==> src/source/fetch_pkg.sv <==
package fetch_pkg;

    localparam int ADDR_W  = 32;  // byte address
    localparam int INSTR_W = 32;

    // instruction fields
    localparam int OPC_LSB = 28;  // opcode in [31:28]
    localparam int IMM_W   = 16;  // signed word offset in [15:0]

    // major opcodes of the toy isa
    typedef enum logic [3:0] {
        OP_ALU   = 4'h0,
        OP_LOAD  = 4'h1,
        OP_STORE = 4'h2,
        OP_BCC   = 4'h3,  // conditional branch
        OP_JMP   = 4'h4   // unconditional jump
    } opcode_e;

endpackage

==> src/source/mem_pkg.sv <==
package mem_pkg;

    localparam int APB_DATA_W = 32;  // one instruction per beat
    localparam int BEAT_BYTES = 4;   // address step between beats

    // refill engine states
    typedef enum logic [1:0] {
        RF_IDLE,    // waiting for a miss
        RF_SETUP,   // apb setup phase
        RF_ACCESS,  // apb access phase, waits on pready
        RF_FILL     // line complete, written into the cache
    } refill_state_e;

endpackage

==> src/source/pc_gen.sv <==
`timescale 1ns/1ps

module pc_gen (
    input  logic                         clk,
    input  logic                         arst_n,
    input  logic                         redirect_valid,
    input  logic [fetch_pkg::ADDR_W-1:0] redirect_pc,
    input  logic                         hit,
    input  logic                         full,
    input  logic                         backend_stall,
    input  logic [fetch_pkg::INSTR_W-1:0] instr,
    output logic [fetch_pkg::ADDR_W-1:0] pc,
    output logic                         advance,
    output logic                         pred_taken,
    output logic [fetch_pkg::ADDR_W-1:0] pred_target
);

    fetch_pkg::opcode_e                  opc;
    logic signed [fetch_pkg::IMM_W-1:0]  imm;
    logic [fetch_pkg::ADDR_W-1:0]        offset;    // sign extended imm * 4
    logic [fetch_pkg::ADDR_W-1:0]        seq_pc;
    logic [fetch_pkg::ADDR_W-1:0]        br_pc;
    logic [fetch_pkg::ADDR_W-1:0]        next_pc;

    // predecode of the word the cache is returning
    assign opc = fetch_pkg::opcode_e'(instr[fetch_pkg::OPC_LSB +: $bits(fetch_pkg::opcode_e)]);
    assign imm = instr[fetch_pkg::IMM_W-1:0];

    assign offset = {{(fetch_pkg::ADDR_W-fetch_pkg::IMM_W-2){imm[fetch_pkg::IMM_W-1]}},
                     imm, 2'b00};
    assign seq_pc = pc + 32'd4;
    assign br_pc  = pc + offset;

    // static rule takes jmp always and bcc only backward
    always_comb begin
        case (opc)
            fetch_pkg::OP_JMP: pred_taken = 1'b1;
            fetch_pkg::OP_BCC: pred_taken = imm[fetch_pkg::IMM_W-1];  // sign bit
            default:           pred_taken = 1'b0;
        endcase
    end

    assign pred_target = pred_taken ? br_pc : seq_pc;

    // enqueue strobe and pc step enable
    assign advance = hit && !full && !backend_stall && !redirect_valid;

    always_comb begin
        if (redirect_valid) begin
            next_pc = {redirect_pc[fetch_pkg::ADDR_W-1:2], 2'b00};  // word aligned
        end else if (advance) begin
            next_pc = pred_target;
        end else begin
            next_pc = pc;  // miss, full or stall
        end
    end

    always_ff @(posedge clk or negedge arst_n) begin
        if (!arst_n) begin
            pc <= '0;
        end else begin
            pc <= next_pc;
        end
    end

    a_pc_aligned : assert property (@(posedge clk) disable iff (!arst_n)
        pc[1:0] == 2'b00)
        else $error("pc lost word alignment");

endmodule

==> src/source/icache.sv <==
`timescale 1ns/1ps

module icache #(
    parameter int LINE_WORDS = 4,
    parameter int NUM_LINES  = 16
) (
    input  logic                          clk,
    input  logic                          arst_n,
    input  logic [fetch_pkg::ADDR_W-1:0]  pc,
    input  logic                          fill_valid,
    input  logic [$clog2(NUM_LINES)-1:0]  fill_index,
    input  logic [fetch_pkg::ADDR_W-$clog2(NUM_LINES)-$clog2(LINE_WORDS)-3:0] fill_tag,
    input  logic [LINE_WORDS-1:0][fetch_pkg::INSTR_W-1:0] fill_line,
    output logic                          hit,
    output logic [fetch_pkg::INSTR_W-1:0] instr,
    output logic [fetch_pkg::ADDR_W-1:0]  miss_addr
);

    localparam int OFF_W = $clog2(LINE_WORDS);
    localparam int IDX_W = $clog2(NUM_LINES);
    localparam int TAG_W = fetch_pkg::ADDR_W - IDX_W - OFF_W - 2;

    logic [NUM_LINES-1:0]                         valid;
    logic [TAG_W-1:0]                             tag_mem  [NUM_LINES];
    logic [LINE_WORDS-1:0][fetch_pkg::INSTR_W-1:0] data_mem [NUM_LINES];

    logic [OFF_W-1:0] word_off;
    logic [IDX_W-1:0] index;
    logic [TAG_W-1:0] tag;

    // pc = | tag | index | word | 2'b00 |
    assign word_off = pc[2 +: OFF_W];
    assign index    = pc[2+OFF_W +: IDX_W];
    assign tag      = pc[fetch_pkg::ADDR_W-1 -: TAG_W];

    // combinational lookup on the pc register
    assign hit   = valid[index] && (tag_mem[index] == tag);
    assign instr = data_mem[index][word_off];

    // refill always starts at word 0 of the line
    assign miss_addr = {pc[fetch_pkg::ADDR_W-1:2+OFF_W], {(OFF_W+2){1'b0}}};

    always_ff @(posedge clk or negedge arst_n) begin
        if (!arst_n) begin
            valid <= '0;  // cold cache
        end else if (fill_valid) begin
            valid[fill_index] <= 1'b1;
        end
    end

    // whole line plus its tag in one cycle
    always_ff @(posedge clk) begin
        if (fill_valid) begin
            tag_mem[fill_index]  <= fill_tag;
            data_mem[fill_index] <= fill_line;
        end
    end

endmodule

==> src/source/refill_fsm.sv <==
`timescale 1ns/1ps

module refill_fsm #(
    parameter int LINE_WORDS = 4,
    parameter int NUM_LINES  = 16
) (
    input  logic                             clk,
    input  logic                             arst_n,
    input  logic                             hit,
    input  logic [fetch_pkg::ADDR_W-1:0]     miss_addr,
    input  logic [mem_pkg::APB_DATA_W-1:0]   prdata,
    input  logic                             pready,
    input  logic                             pslverr,
    output logic [fetch_pkg::ADDR_W-1:0]     paddr,
    output logic                             psel,
    output logic                             penable,
    output logic                             fill_valid,
    output logic [$clog2(NUM_LINES)-1:0]     fill_index,
    output logic [fetch_pkg::ADDR_W-$clog2(NUM_LINES)-$clog2(LINE_WORDS)-3:0] fill_tag,
    output logic [LINE_WORDS-1:0][fetch_pkg::INSTR_W-1:0] fill_line
);

    localparam int OFF_W = $clog2(LINE_WORDS);
    localparam int IDX_W = $clog2(NUM_LINES);
    localparam logic [OFF_W-1:0] LAST_BEAT = OFF_W'(LINE_WORDS - 1);

    mem_pkg::refill_state_e                       state;
    logic [OFF_W-1:0]                             beat;       // word within the line
    logic [fetch_pkg::ADDR_W-1:0]                 line_addr;  // latched at miss
    logic [fetch_pkg::ADDR_W-1:0]                 beat_off;
    logic [LINE_WORDS-1:0][mem_pkg::APB_DATA_W-1:0] line_buf;

    always_ff @(posedge clk or negedge arst_n) begin
        if (!arst_n) begin
            state     <= mem_pkg::RF_IDLE;
            beat      <= '0;
            line_addr <= '0;
        end else begin
            case (state)
                mem_pkg::RF_IDLE: begin
                    if (!hit) begin
                        line_addr <= miss_addr;  // later redirects do not move it
                        beat      <= '0;
                        state     <= mem_pkg::RF_SETUP;
                    end
                end
                mem_pkg::RF_SETUP: state <= mem_pkg::RF_ACCESS;
                mem_pkg::RF_ACCESS: begin
                    if (pready) begin
                        if (pslverr) begin
                            state <= mem_pkg::RF_IDLE;  // drop the line, miss comes back
                        end else if (beat == LAST_BEAT) begin
                            state <= mem_pkg::RF_FILL;
                        end else begin
                            beat  <= beat + 1'b1;
                            state <= mem_pkg::RF_SETUP;  // next beat
                        end
                    end
                end
                default: state <= mem_pkg::RF_IDLE;  // RF_FILL lasts one cycle
            endcase
        end
    end

    // first word ends up in slot 0 after the last shift
    always_ff @(posedge clk) begin
        if (state == mem_pkg::RF_ACCESS && pready && !pslverr) begin
            line_buf <= {prdata, line_buf[LINE_WORDS-1:1]};
        end
    end

    assign beat_off = beat * mem_pkg::BEAT_BYTES;
    assign paddr    = line_addr + beat_off;  // only moves between beats

    assign psel    = (state == mem_pkg::RF_SETUP) || (state == mem_pkg::RF_ACCESS);
    assign penable = (state == mem_pkg::RF_ACCESS);

    assign fill_valid = (state == mem_pkg::RF_FILL);
    assign fill_index = line_addr[2+OFF_W +: IDX_W];
    assign fill_tag   = line_addr[fetch_pkg::ADDR_W-1:2+OFF_W+IDX_W];
    assign fill_line  = line_buf;

    a_setup_first : assert property (@(posedge clk) disable iff (!arst_n)
        $rose(penable) |-> $past(psel) && !$past(penable))
        else $error("apb access without setup cycle");

    a_paddr_stable : assert property (@(posedge clk) disable iff (!arst_n)
        psel && !(penable && pready) |=> $stable(paddr))
        else $error("paddr changed inside a transfer");

endmodule

==> src/source/instr_fifo.sv <==
`timescale 1ns/1ps

module instr_fifo #(
    parameter int FIFO_DEPTH = 8
) (
    input  logic                          clk,
    input  logic                          arst_n,
    input  logic                          flush,
    input  logic                          push,
    input  logic [fetch_pkg::INSTR_W-1:0] push_instr,
    input  logic [fetch_pkg::ADDR_W-1:0]  push_pc,
    input  logic                          push_taken,
    input  logic [fetch_pkg::ADDR_W-1:0]  push_target,
    input  logic                          deq_ready,
    output logic                          full,
    output logic                          deq_valid,
    output logic [fetch_pkg::INSTR_W-1:0] deq_instr,
    output logic [fetch_pkg::ADDR_W-1:0]  deq_pc,
    output logic                          deq_pred_taken,
    output logic [fetch_pkg::ADDR_W-1:0]  deq_pred_target
);

    localparam int PTR_W   = $clog2(FIFO_DEPTH);
    localparam int ENTRY_W = fetch_pkg::INSTR_W + 2 * fetch_pkg::ADDR_W + 1;
    localparam logic [PTR_W-1:0] LAST = PTR_W'(FIFO_DEPTH - 1);

    logic [ENTRY_W-1:0] mem [FIFO_DEPTH];
    logic [PTR_W-1:0]   wr_ptr;
    logic [PTR_W-1:0]   rd_ptr;
    logic [PTR_W:0]     count;
    logic               do_push;
    logic               do_pop;

    assign full      = (count == (PTR_W+1)'(FIFO_DEPTH));
    assign deq_valid = (count != '0);

    assign do_push = push && !full;
    assign do_pop  = deq_valid && deq_ready;

    always_ff @(posedge clk or negedge arst_n) begin
        if (!arst_n) begin
            wr_ptr <= '0;
            rd_ptr <= '0;
            count  <= '0;
        end else if (flush) begin
            wr_ptr <= '0;  // drops everything fetched down the old path
            rd_ptr <= '0;
            count  <= '0;
        end else begin
            if (do_push) wr_ptr <= (wr_ptr == LAST) ? '0 : wr_ptr + 1'b1;
            if (do_pop)  rd_ptr <= (rd_ptr == LAST) ? '0 : rd_ptr + 1'b1;
            count <= count + do_push - do_pop;
        end
    end

    always_ff @(posedge clk) begin
        if (do_push) begin
            mem[wr_ptr] <= {push_instr, push_pc, push_taken, push_target};
        end
    end

    // head entry, held while dispatch is not ready
    assign {deq_instr, deq_pc, deq_pred_taken, deq_pred_target} = mem[rd_ptr];

    a_no_push_full : assert property (@(posedge clk) disable iff (!arst_n)
        push |-> !full)
        else $error("fetch pushed into a full fifo");

endmodule

==> src/source/ifu_top.sv <==
`timescale 1ns/1ps

module ifu_top #(
    parameter int LINE_WORDS = 4,
    parameter int NUM_LINES  = 16,
    parameter int FIFO_DEPTH = 8
) (
    input  logic                           clk,
    input  logic                           arst_n,
    // backend
    input  logic                           redirect_valid,
    input  logic [fetch_pkg::ADDR_W-1:0]   redirect_pc,
    input  logic                           backend_stall,
    // dispatch
    input  logic                           deq_ready,
    output logic                           deq_valid,
    output logic [fetch_pkg::INSTR_W-1:0]  deq_instr,
    output logic [fetch_pkg::ADDR_W-1:0]   deq_pc,
    output logic                           deq_pred_taken,
    output logic [fetch_pkg::ADDR_W-1:0]   deq_pred_target,
    // apb read master
    output logic [fetch_pkg::ADDR_W-1:0]   paddr,
    output logic                           psel,
    output logic                           penable,
    input  logic [mem_pkg::APB_DATA_W-1:0] prdata,
    input  logic                           pready,
    input  logic                           pslverr
);

    localparam int IDX_W = $clog2(NUM_LINES);
    localparam int TAG_W = fetch_pkg::ADDR_W - IDX_W - $clog2(LINE_WORDS) - 2;

    logic [fetch_pkg::ADDR_W-1:0]  pc;
    logic [fetch_pkg::INSTR_W-1:0] instr;
    logic                          hit;
    logic                          full;
    logic                          advance;     // enqueue this pc
    logic                          pred_taken;
    logic [fetch_pkg::ADDR_W-1:0]  pred_target;
    logic [fetch_pkg::ADDR_W-1:0]  miss_addr;   // line base of pc
    logic                          fill_valid;
    logic [IDX_W-1:0]              fill_index;
    logic [TAG_W-1:0]              fill_tag;
    logic [LINE_WORDS-1:0][fetch_pkg::INSTR_W-1:0] fill_line;

    pc_gen u_pc_gen (
        .clk            (clk),
        .arst_n         (arst_n),
        .redirect_valid (redirect_valid),
        .redirect_pc    (redirect_pc),
        .hit            (hit),
        .full           (full),
        .backend_stall  (backend_stall),
        .instr          (instr),
        .pc             (pc),
        .advance        (advance),
        .pred_taken     (pred_taken),
        .pred_target    (pred_target)
    );

    icache #(
        .LINE_WORDS (LINE_WORDS),
        .NUM_LINES  (NUM_LINES)
    ) u_icache (
        .clk        (clk),
        .arst_n     (arst_n),
        .pc         (pc),
        .fill_valid (fill_valid),
        .fill_index (fill_index),
        .fill_tag   (fill_tag),
        .fill_line  (fill_line),
        .hit        (hit),
        .instr      (instr),
        .miss_addr  (miss_addr)
    );

    refill_fsm #(
        .LINE_WORDS (LINE_WORDS),
        .NUM_LINES  (NUM_LINES)
    ) u_refill_fsm (
        .clk        (clk),
        .arst_n     (arst_n),
        .hit        (hit),
        .miss_addr  (miss_addr),
        .prdata     (prdata),
        .pready     (pready),
        .pslverr    (pslverr),
        .paddr      (paddr),
        .psel       (psel),
        .penable    (penable),
        .fill_valid (fill_valid),
        .fill_index (fill_index),
        .fill_tag   (fill_tag),
        .fill_line  (fill_line)
    );

    instr_fifo #(
        .FIFO_DEPTH (FIFO_DEPTH)
    ) u_instr_fifo (
        .clk             (clk),
        .arst_n          (arst_n),
        .flush           (redirect_valid),  // empty on redirect
        .push            (advance),
        .push_instr      (instr),
        .push_pc         (pc),
        .push_taken      (pred_taken),
        .push_target     (pred_target),
        .deq_ready       (deq_ready),
        .full            (full),
        .deq_valid       (deq_valid),
        .deq_instr       (deq_instr),
        .deq_pc          (deq_pc),
        .deq_pred_taken  (deq_pred_taken),
        .deq_pred_target (deq_pred_target)
    );

endmodule

==> config.mk <==
export PLATFORM = sky130hd
export DESIGN_NAME = ifu_top
export DESIGN_NICKNAME = d
export VERILOG_FILES = /design/src/source/fetch_pkg.sv /design/src/source/mem_pkg.sv /design/src/source/pc_gen.sv /design/src/source/icache.sv /design/src/source/refill_fsm.sv /design/src/source/instr_fifo.sv /design/src/source/ifu_top.sv
export SDC_FILE = /design/constraint.sdc
export NUM_CORES = 2
export LEC_CHECK = 0
export BUFFER_PORTS_ARGS = -buffer_cell sky130_fd_sc_hd__buf_2
export CORE_ASPECT_RATIO = 1.4
export CORE_MARGIN = 1
export CORE_UTILIZATION = 60
export CTS_BUF_LIST = sky130_fd_sc_hd__clkbuf_4
export DETAILED_ROUTE_END_ITERATION = 6
export PLACE_DENSITY = 0.77
export SLEW_MARGIN = 20
export SYNTH_ARGS = -nofsm -noshare
export SYNTH_HDL_FRONTEND = slang
export SYNTH_SLANG_ARGS = --single-unit
==> constraint.sdc <==
create_clock -name clk -period 36.4 [get_ports clk]
set_input_delay 7.28 -clock clk [delete_from_list [all_inputs] [get_ports clk]]
set_output_delay 7.28 -clock clk [all_outputs]
set_load 0.005 [all_outputs]
==> flow_results.xml <==
<?xml version="1.0" encoding="UTF-8"?>
<metrics>
  <group name="route">
    <metric name="detail_route.wirelength" unit="mm">275.4</metric>
    <metric name="detail_route_antenna_nets" unit="">0</metric>
    <metric name="routed-via-count" unit="">60710</metric>
    <metric name="firstDrtPassIters" unit="">7</metric>
    <metric name="post_drt_wl_per_cell" unit="um">28.74</metric>
    <metric name="viasPerCell" unit="">6.335</metric>
    <metric name="first_iter_violations" unit="">5816</metric>
    <metric name="drt_drc_violations_left" unit="">2</metric>
  </group>
  <group name="setup_path">
    <metric name="cp_num_cells" unit="">5</metric>
    <metric name="worstPathCellList" unit="">buf_4 -&gt; buf_4 -&gt; mux4_2 -&gt; mux2_2 -&gt; buf_2</metric>
    <metric name="critical_path_peak_fanout" unit="">64</metric>
    <metric name="start_kind" unit="">flip-flop</metric>
    <metric name="cp_common_cell" unit="">sky130_fd_sc_hd__buf_4</metric>
    <metric name="crit_family" unit="">buffers and inverters</metric>
    <metric name="worstSetupPathType" unit="">reg -&gt; out</metric>
    <metric name="worst-path-buf-inv" unit="">3</metric>
    <metric name="cp_data_arrival_time" unit="ns">4.52</metric>
    <metric name="cp.required" unit="ns">29.12</metric>
    <metric name="worst_path_max_delay_cell" unit="">sky130_fd_sc_hd__dfrtp_4</metric>
    <metric name="reg2reg_depth" unit="">19</metric>
    <metric name="critical-path-max-stage-delay" unit="ns">1.03</metric>
    <metric name="worstSetupEndpointType" unit="">primary output</metric>
  </group>
  <group name="clock_tree">
    <metric name="clk_latency" unit="ns">1.29</metric>
    <metric name="cts-buffers-inserted" unit="">725</metric>
    <metric name="cts_tree" unit="">built</metric>
    <metric name="cts.htree.levels" unit="">6</metric>
    <metric name="cts_num_sinks" unit="">3392</metric>
    <metric name="cts.reportedPaths.clkPinSlew" unit="ns">0.07</metric>
    <metric name="ctsLongestPathBuffers" unit="">4</metric>
    <metric name="ctsResizeCount" unit="">0</metric>
    <metric name="postCtsSetupBuffers" unit="">0</metric>
    <metric name="cts_hold_buf" unit="">0</metric>
    <metric name="cts.root.buffer_cell" unit="">sky130_fd_sc_hd__clkbuf_4</metric>
  </group>
  <group name="sta">
    <metric name="setup_violations" unit="">0</metric>
    <metric name="timing_max_transition_violations_final" unit="">0</metric>
    <metric name="smallest_setup_slack_after_layout" unit="ns">24.60</metric>
    <metric name="totalNegativeSetupSlack" unit="ns">0</metric>
    <metric name="finalHoldViolCount" unit="">0</metric>
    <metric name="clock.fmax" unit="MHz">84.76</metric>
    <metric name="worst_pin_slew" unit="ns">1.195</metric>
    <metric name="period_minus_slack" unit="ns">11.80</metric>
    <metric name="layout_worst_path_cycle_share" unit="">0.3241</metric>
    <metric name="rsz_0062_raised_after_global_routing" unit="">false</metric>
    <metric name="maxSlewHeadroom" unit="">0.1977</metric>
    <metric name="worst_clock_skew" unit="ns">0.1014</metric>
  </group>
  <group name="layout">
    <metric name="layout_common_cells" unit="">sky130_fd_sc_hd__edfxtp_1, sky130_fd_sc_hd__clkbuf_4, sky130_fd_sc_hd__mux4_2</metric>
    <metric name="final_layout_size_suffix_gt1_frac" unit="">0.3738</metric>
    <metric name="final.fill_count" unit="">13050</metric>
    <metric name="layout.cells.most_common" unit="">sky130_fd_sc_hd__edfxtp_1</metric>
    <metric name="fin_util" unit="">0.6671</metric>
    <metric name="layout-area-overhead-vs-synth" unit="%">10.26</metric>
    <metric name="layout_cell_area_excl_fill" unit="sq um">143300</metric>
    <metric name="design.final.nets" unit="">6328</metric>
  </group>
  <group name="yosys">
    <metric name="synth_flop_cell" unit="">sky130_fd_sc_hd__edfxtp_1</metric>
    <metric name="summed_instance_area_of_the_synthesized_netlist" unit="sq um">129900</metric>
    <metric name="synth_seq_area_share" unit="">0.7805</metric>
    <metric name="async_flop_share" unit="">0.02594</metric>
    <metric name="synth_edf_count" unit="">3304</metric>
    <metric name="synthesized_area_per_cell" unit="sq um">23.92</metric>
    <metric name="yosysWarningCount" unit="">0</metric>
    <metric name="synth.largest_area_cell" unit="">sky130_fd_sc_hd__edfxtp_1</metric>
    <metric name="ys_ff_latch" unit="">3392</metric>
    <metric name="synthTopCellsByArea" unit="">sky130_fd_sc_hd__edfxtp_1, sky130_fd_sc_hd__mux4_2, sky130_fd_sc_hd__dfrtp_1</metric>
    <metric name="count_of_different_cell_masters_after_synthesis" unit="">75</metric>
    <metric name="synthesis.instances" unit="">5431</metric>
    <metric name="synth_top_area_share" unit="">0.7636</metric>
  </group>
  <group name="grt">
    <metric name="grt_max_degree" unit="">148</metric>
    <metric name="global_route.overflow_total" unit="">0</metric>
    <metric name="vias_in_the_first_global_route" unit="">64210</metric>
    <metric name="global_route_wire_length_before_repair" unit="mm">407.6</metric>
    <metric name="global_route.usage.total" unit="">0.2547</metric>
    <metric name="initial_antenna_violation_count" unit="">13</metric>
  </group>
  <group name="floorplan">
    <metric name="die_extent_in_x" unit="um">395.3</metric>
    <metric name="die_height" unit="um">552.6</metric>
    <metric name="floorplan.core_area" unit="sq um">214800</metric>
    <metric name="initial_utilization" unit="">0.6050</metric>
    <metric name="die_area" unit="sq um">218400</metric>
    <metric name="floorplan.rows" unit="">201</metric>
    <metric name="pin_count" unit="">203</metric>
  </group>
  <group name="placed_design">
    <metric name="preCtsSetupSlack" unit="ns">25.28</metric>
    <metric name="dp.final_hpwl" unit="mm">143.1</metric>
    <metric name="place.gp.congestion" unit="">0.8213</metric>
    <metric name="placement.cell_area" unit="sq um">134400</metric>
    <metric name="io_buffers" unit="">194</metric>
  </group>
  <group name="power">
    <metric name="power.density" unit="nW/um^2">58.23</metric>
    <metric name="peak_supply_drop" unit="uV">34.30</metric>
    <metric name="power.leakage" unit="nW">45.74</metric>
    <metric name="post-layout-total-power" unit="mW">8.343</metric>
  </group>
  <group name="hold_path">
    <metric name="min-delay-path-class" unit="">reg -&gt; reg</metric>
    <metric name="timing.hold.worst_path_depth" unit="">1</metric>
  </group>
  <group name="outcome">
    <metric name="status" unit="">finished with violations</metric>
    <metric name="failed_checks" unit="">DRC</metric>
  </group>
  <group name="run">
    <metric name="max_cap_viol_count" unit="">0</metric>
  </group>
</metrics>
## cell usage after synthesis (20+ instances only)
master,count
sky130_fd_sc_hd__edfxtp_1,3304
sky130_fd_sc_hd__ha_1,43
sky130_fd_sc_hd__nor3_1,24
sky130_fd_sc_hd__inv_1,29
sky130_fd_sc_hd__mux2_2,122
sky130_fd_sc_hd__o21ai_0,38
sky130_fd_sc_hd__o21ai_1,30
sky130_fd_sc_hd__mux4_2,918
sky130_fd_sc_hd__xnor2_1,25
sky130_fd_sc_hd__a21oi_1,48
sky130_fd_sc_hd__nor2_1,41
sky130_fd_sc_hd__buf_4,34
sky130_fd_sc_hd__mux2i_1,105
sky130_fd_sc_hd__buf_1,43
sky130_fd_sc_hd__clkbuf_1,98
sky130_fd_sc_hd__xor2_1,21
sky130_fd_sc_hd__nand2_1,91
sky130_fd_sc_hd__dfrtp_1,88
sky130_fd_sc_hd__and2_1,20
sky130_fd_sc_hd__buf_2,77
## worst reg2reg max path, cell delays in order, from the launching register on
cell and delay (ns):
sky130_fd_sc_hd__dfrtp_4 0.65, sky130_fd_sc_hd__buf_4 0.70, sky130_fd_sc_hd__buf_4 0.62, sky130_fd_sc_hd__buf_4 0.83, sky130_fd_sc_hd__buf_4 0.80, sky130_fd_sc_hd__mux4_2 0.62, sky130_fd_sc_hd__mux4_2 0.50, sky130_fd_sc_hd__mux4_2 0.74
sky130_fd_sc_hd__nor2_2 0.66, sky130_fd_sc_hd__and2_1 0.23, sky130_fd_sc_hd__ha_1 0.28, sky130_fd_sc_hd__a21oi_1 0.16, sky130_fd_sc_hd__o211ai_1 0.21, sky130_fd_sc_hd__a211oi_1 0.43, sky130_fd_sc_hd__o21ai_0 0.32, sky130_fd_sc_hd__a2111oi_0 0.83
sky130_fd_sc_hd__o31ai_1 0.16, sky130_fd_sc_hd__a31oi_1 0.30, sky130_fd_sc_hd__xnor2_1 0.19, sky130_fd_sc_hd__xnor2_1 0.65
## power by group
part	switching (mW)	leakage, nW	total [mW]	internal [mW]
clock network	1.34	5.27	2.69	1.35
registers	0.148	30.9	4.69	4.54
logic	0.541	9.61	0.961	0.420
## sequential cells by signal, indices dropped and copies added (netlist names)
| signal | count |
|---|---|
| u_icache.data_mem | 2048 |
| u_instr_fifo.mem | 744 |
| u_icache.tag_mem | 384 |
| u_refill_fsm.fill_line | 128 |
| u_pc_gen.pc | 30 |
| u_refill_fsm.line_addr | 28 |
| u_icache.valid | 16 |
| u_instr_fifo.count | 4 |
| u_instr_fifo.rd_ptr | 3 |
| u_instr_fifo.wr_ptr | 3 |
| u_refill_fsm.beat | 2 |
| u_refill_fsm.state | 2 |
## final timing paths
kind	from	end	slack, ns
max	u_instr_fifo.rd_ptr[1]	deq_pc[31]	24.60
min	u_icache.valid[13]	u_icache.valid[13]	0.47
max reg2reg	u_pc_gen.pc[4]	u_instr_fifo.mem[7][31]	26.23
min reg2reg	u_icache.valid[13]	u_icache.valid[13]	0.47
max in group asynchronous	arst_n	u_pc_gen.pc[4]	29.25
min in group asynchronous	arst_n	u_refill_fsm.line_addr[21]	5.90
## stage by stage
stage / hold WS (ns) / std cells
floorplan: 0.4337 / 5436
global placement: 0.4458 / 8326
detailed placement: 0.4510 / 8326
CTS: 0.4684 / 9574
global route: 0.4805 / 9579
finish: 0.4698 / 9583
## logic make-up (layout without fill, tap and decap cells)
| logic type | Yosys count | after routing | synth area share |
|---|---|---|---|
| flops | 3392 | 3392 | 0.7805 |
| mux | 1157 | 1157 | 0.1788 |
| buf+inv | 297 | 1594 | 0.01143 |
| simple gates | 269 | 269 | 0.01043 |
| compound gates | 224 | 224 | 0.01121 |
| xor+xnor | 46 | 46 | 0.003101 |
| fa+ha+maj | 45 | 45 | 0.004449 |
| other cells | 1 | 14 | 0.00002886 |
## cell type report
type	instances	area [sq um]	area share
inverters	30	115.1	0.0008035
multi-input cells	1747	27230	0.1901
clock buffers	1033	7755	0.05413
diodes	8	20.02	0.0001397
repair buffers	316	2105	0.01469
clock inverters	215	1031	0.007196
well taps	2842	3556	0.02482
flip-flops and latches	3392	101500	0.7081
## layer usage
metal | vias up | part of all wire | GRT usage
met1 | 32090 | 0.37 | 0.3340
met3 | 464 | 0.080 | 0.04370
met4 | 12 | 0.032 | 0.09750
li1 | 25240 | - | -
met2 | 2908 | 0.52 | 0.4309
met5 | - | 0.00029 | 0
Power figures use the tool's default switching activity.
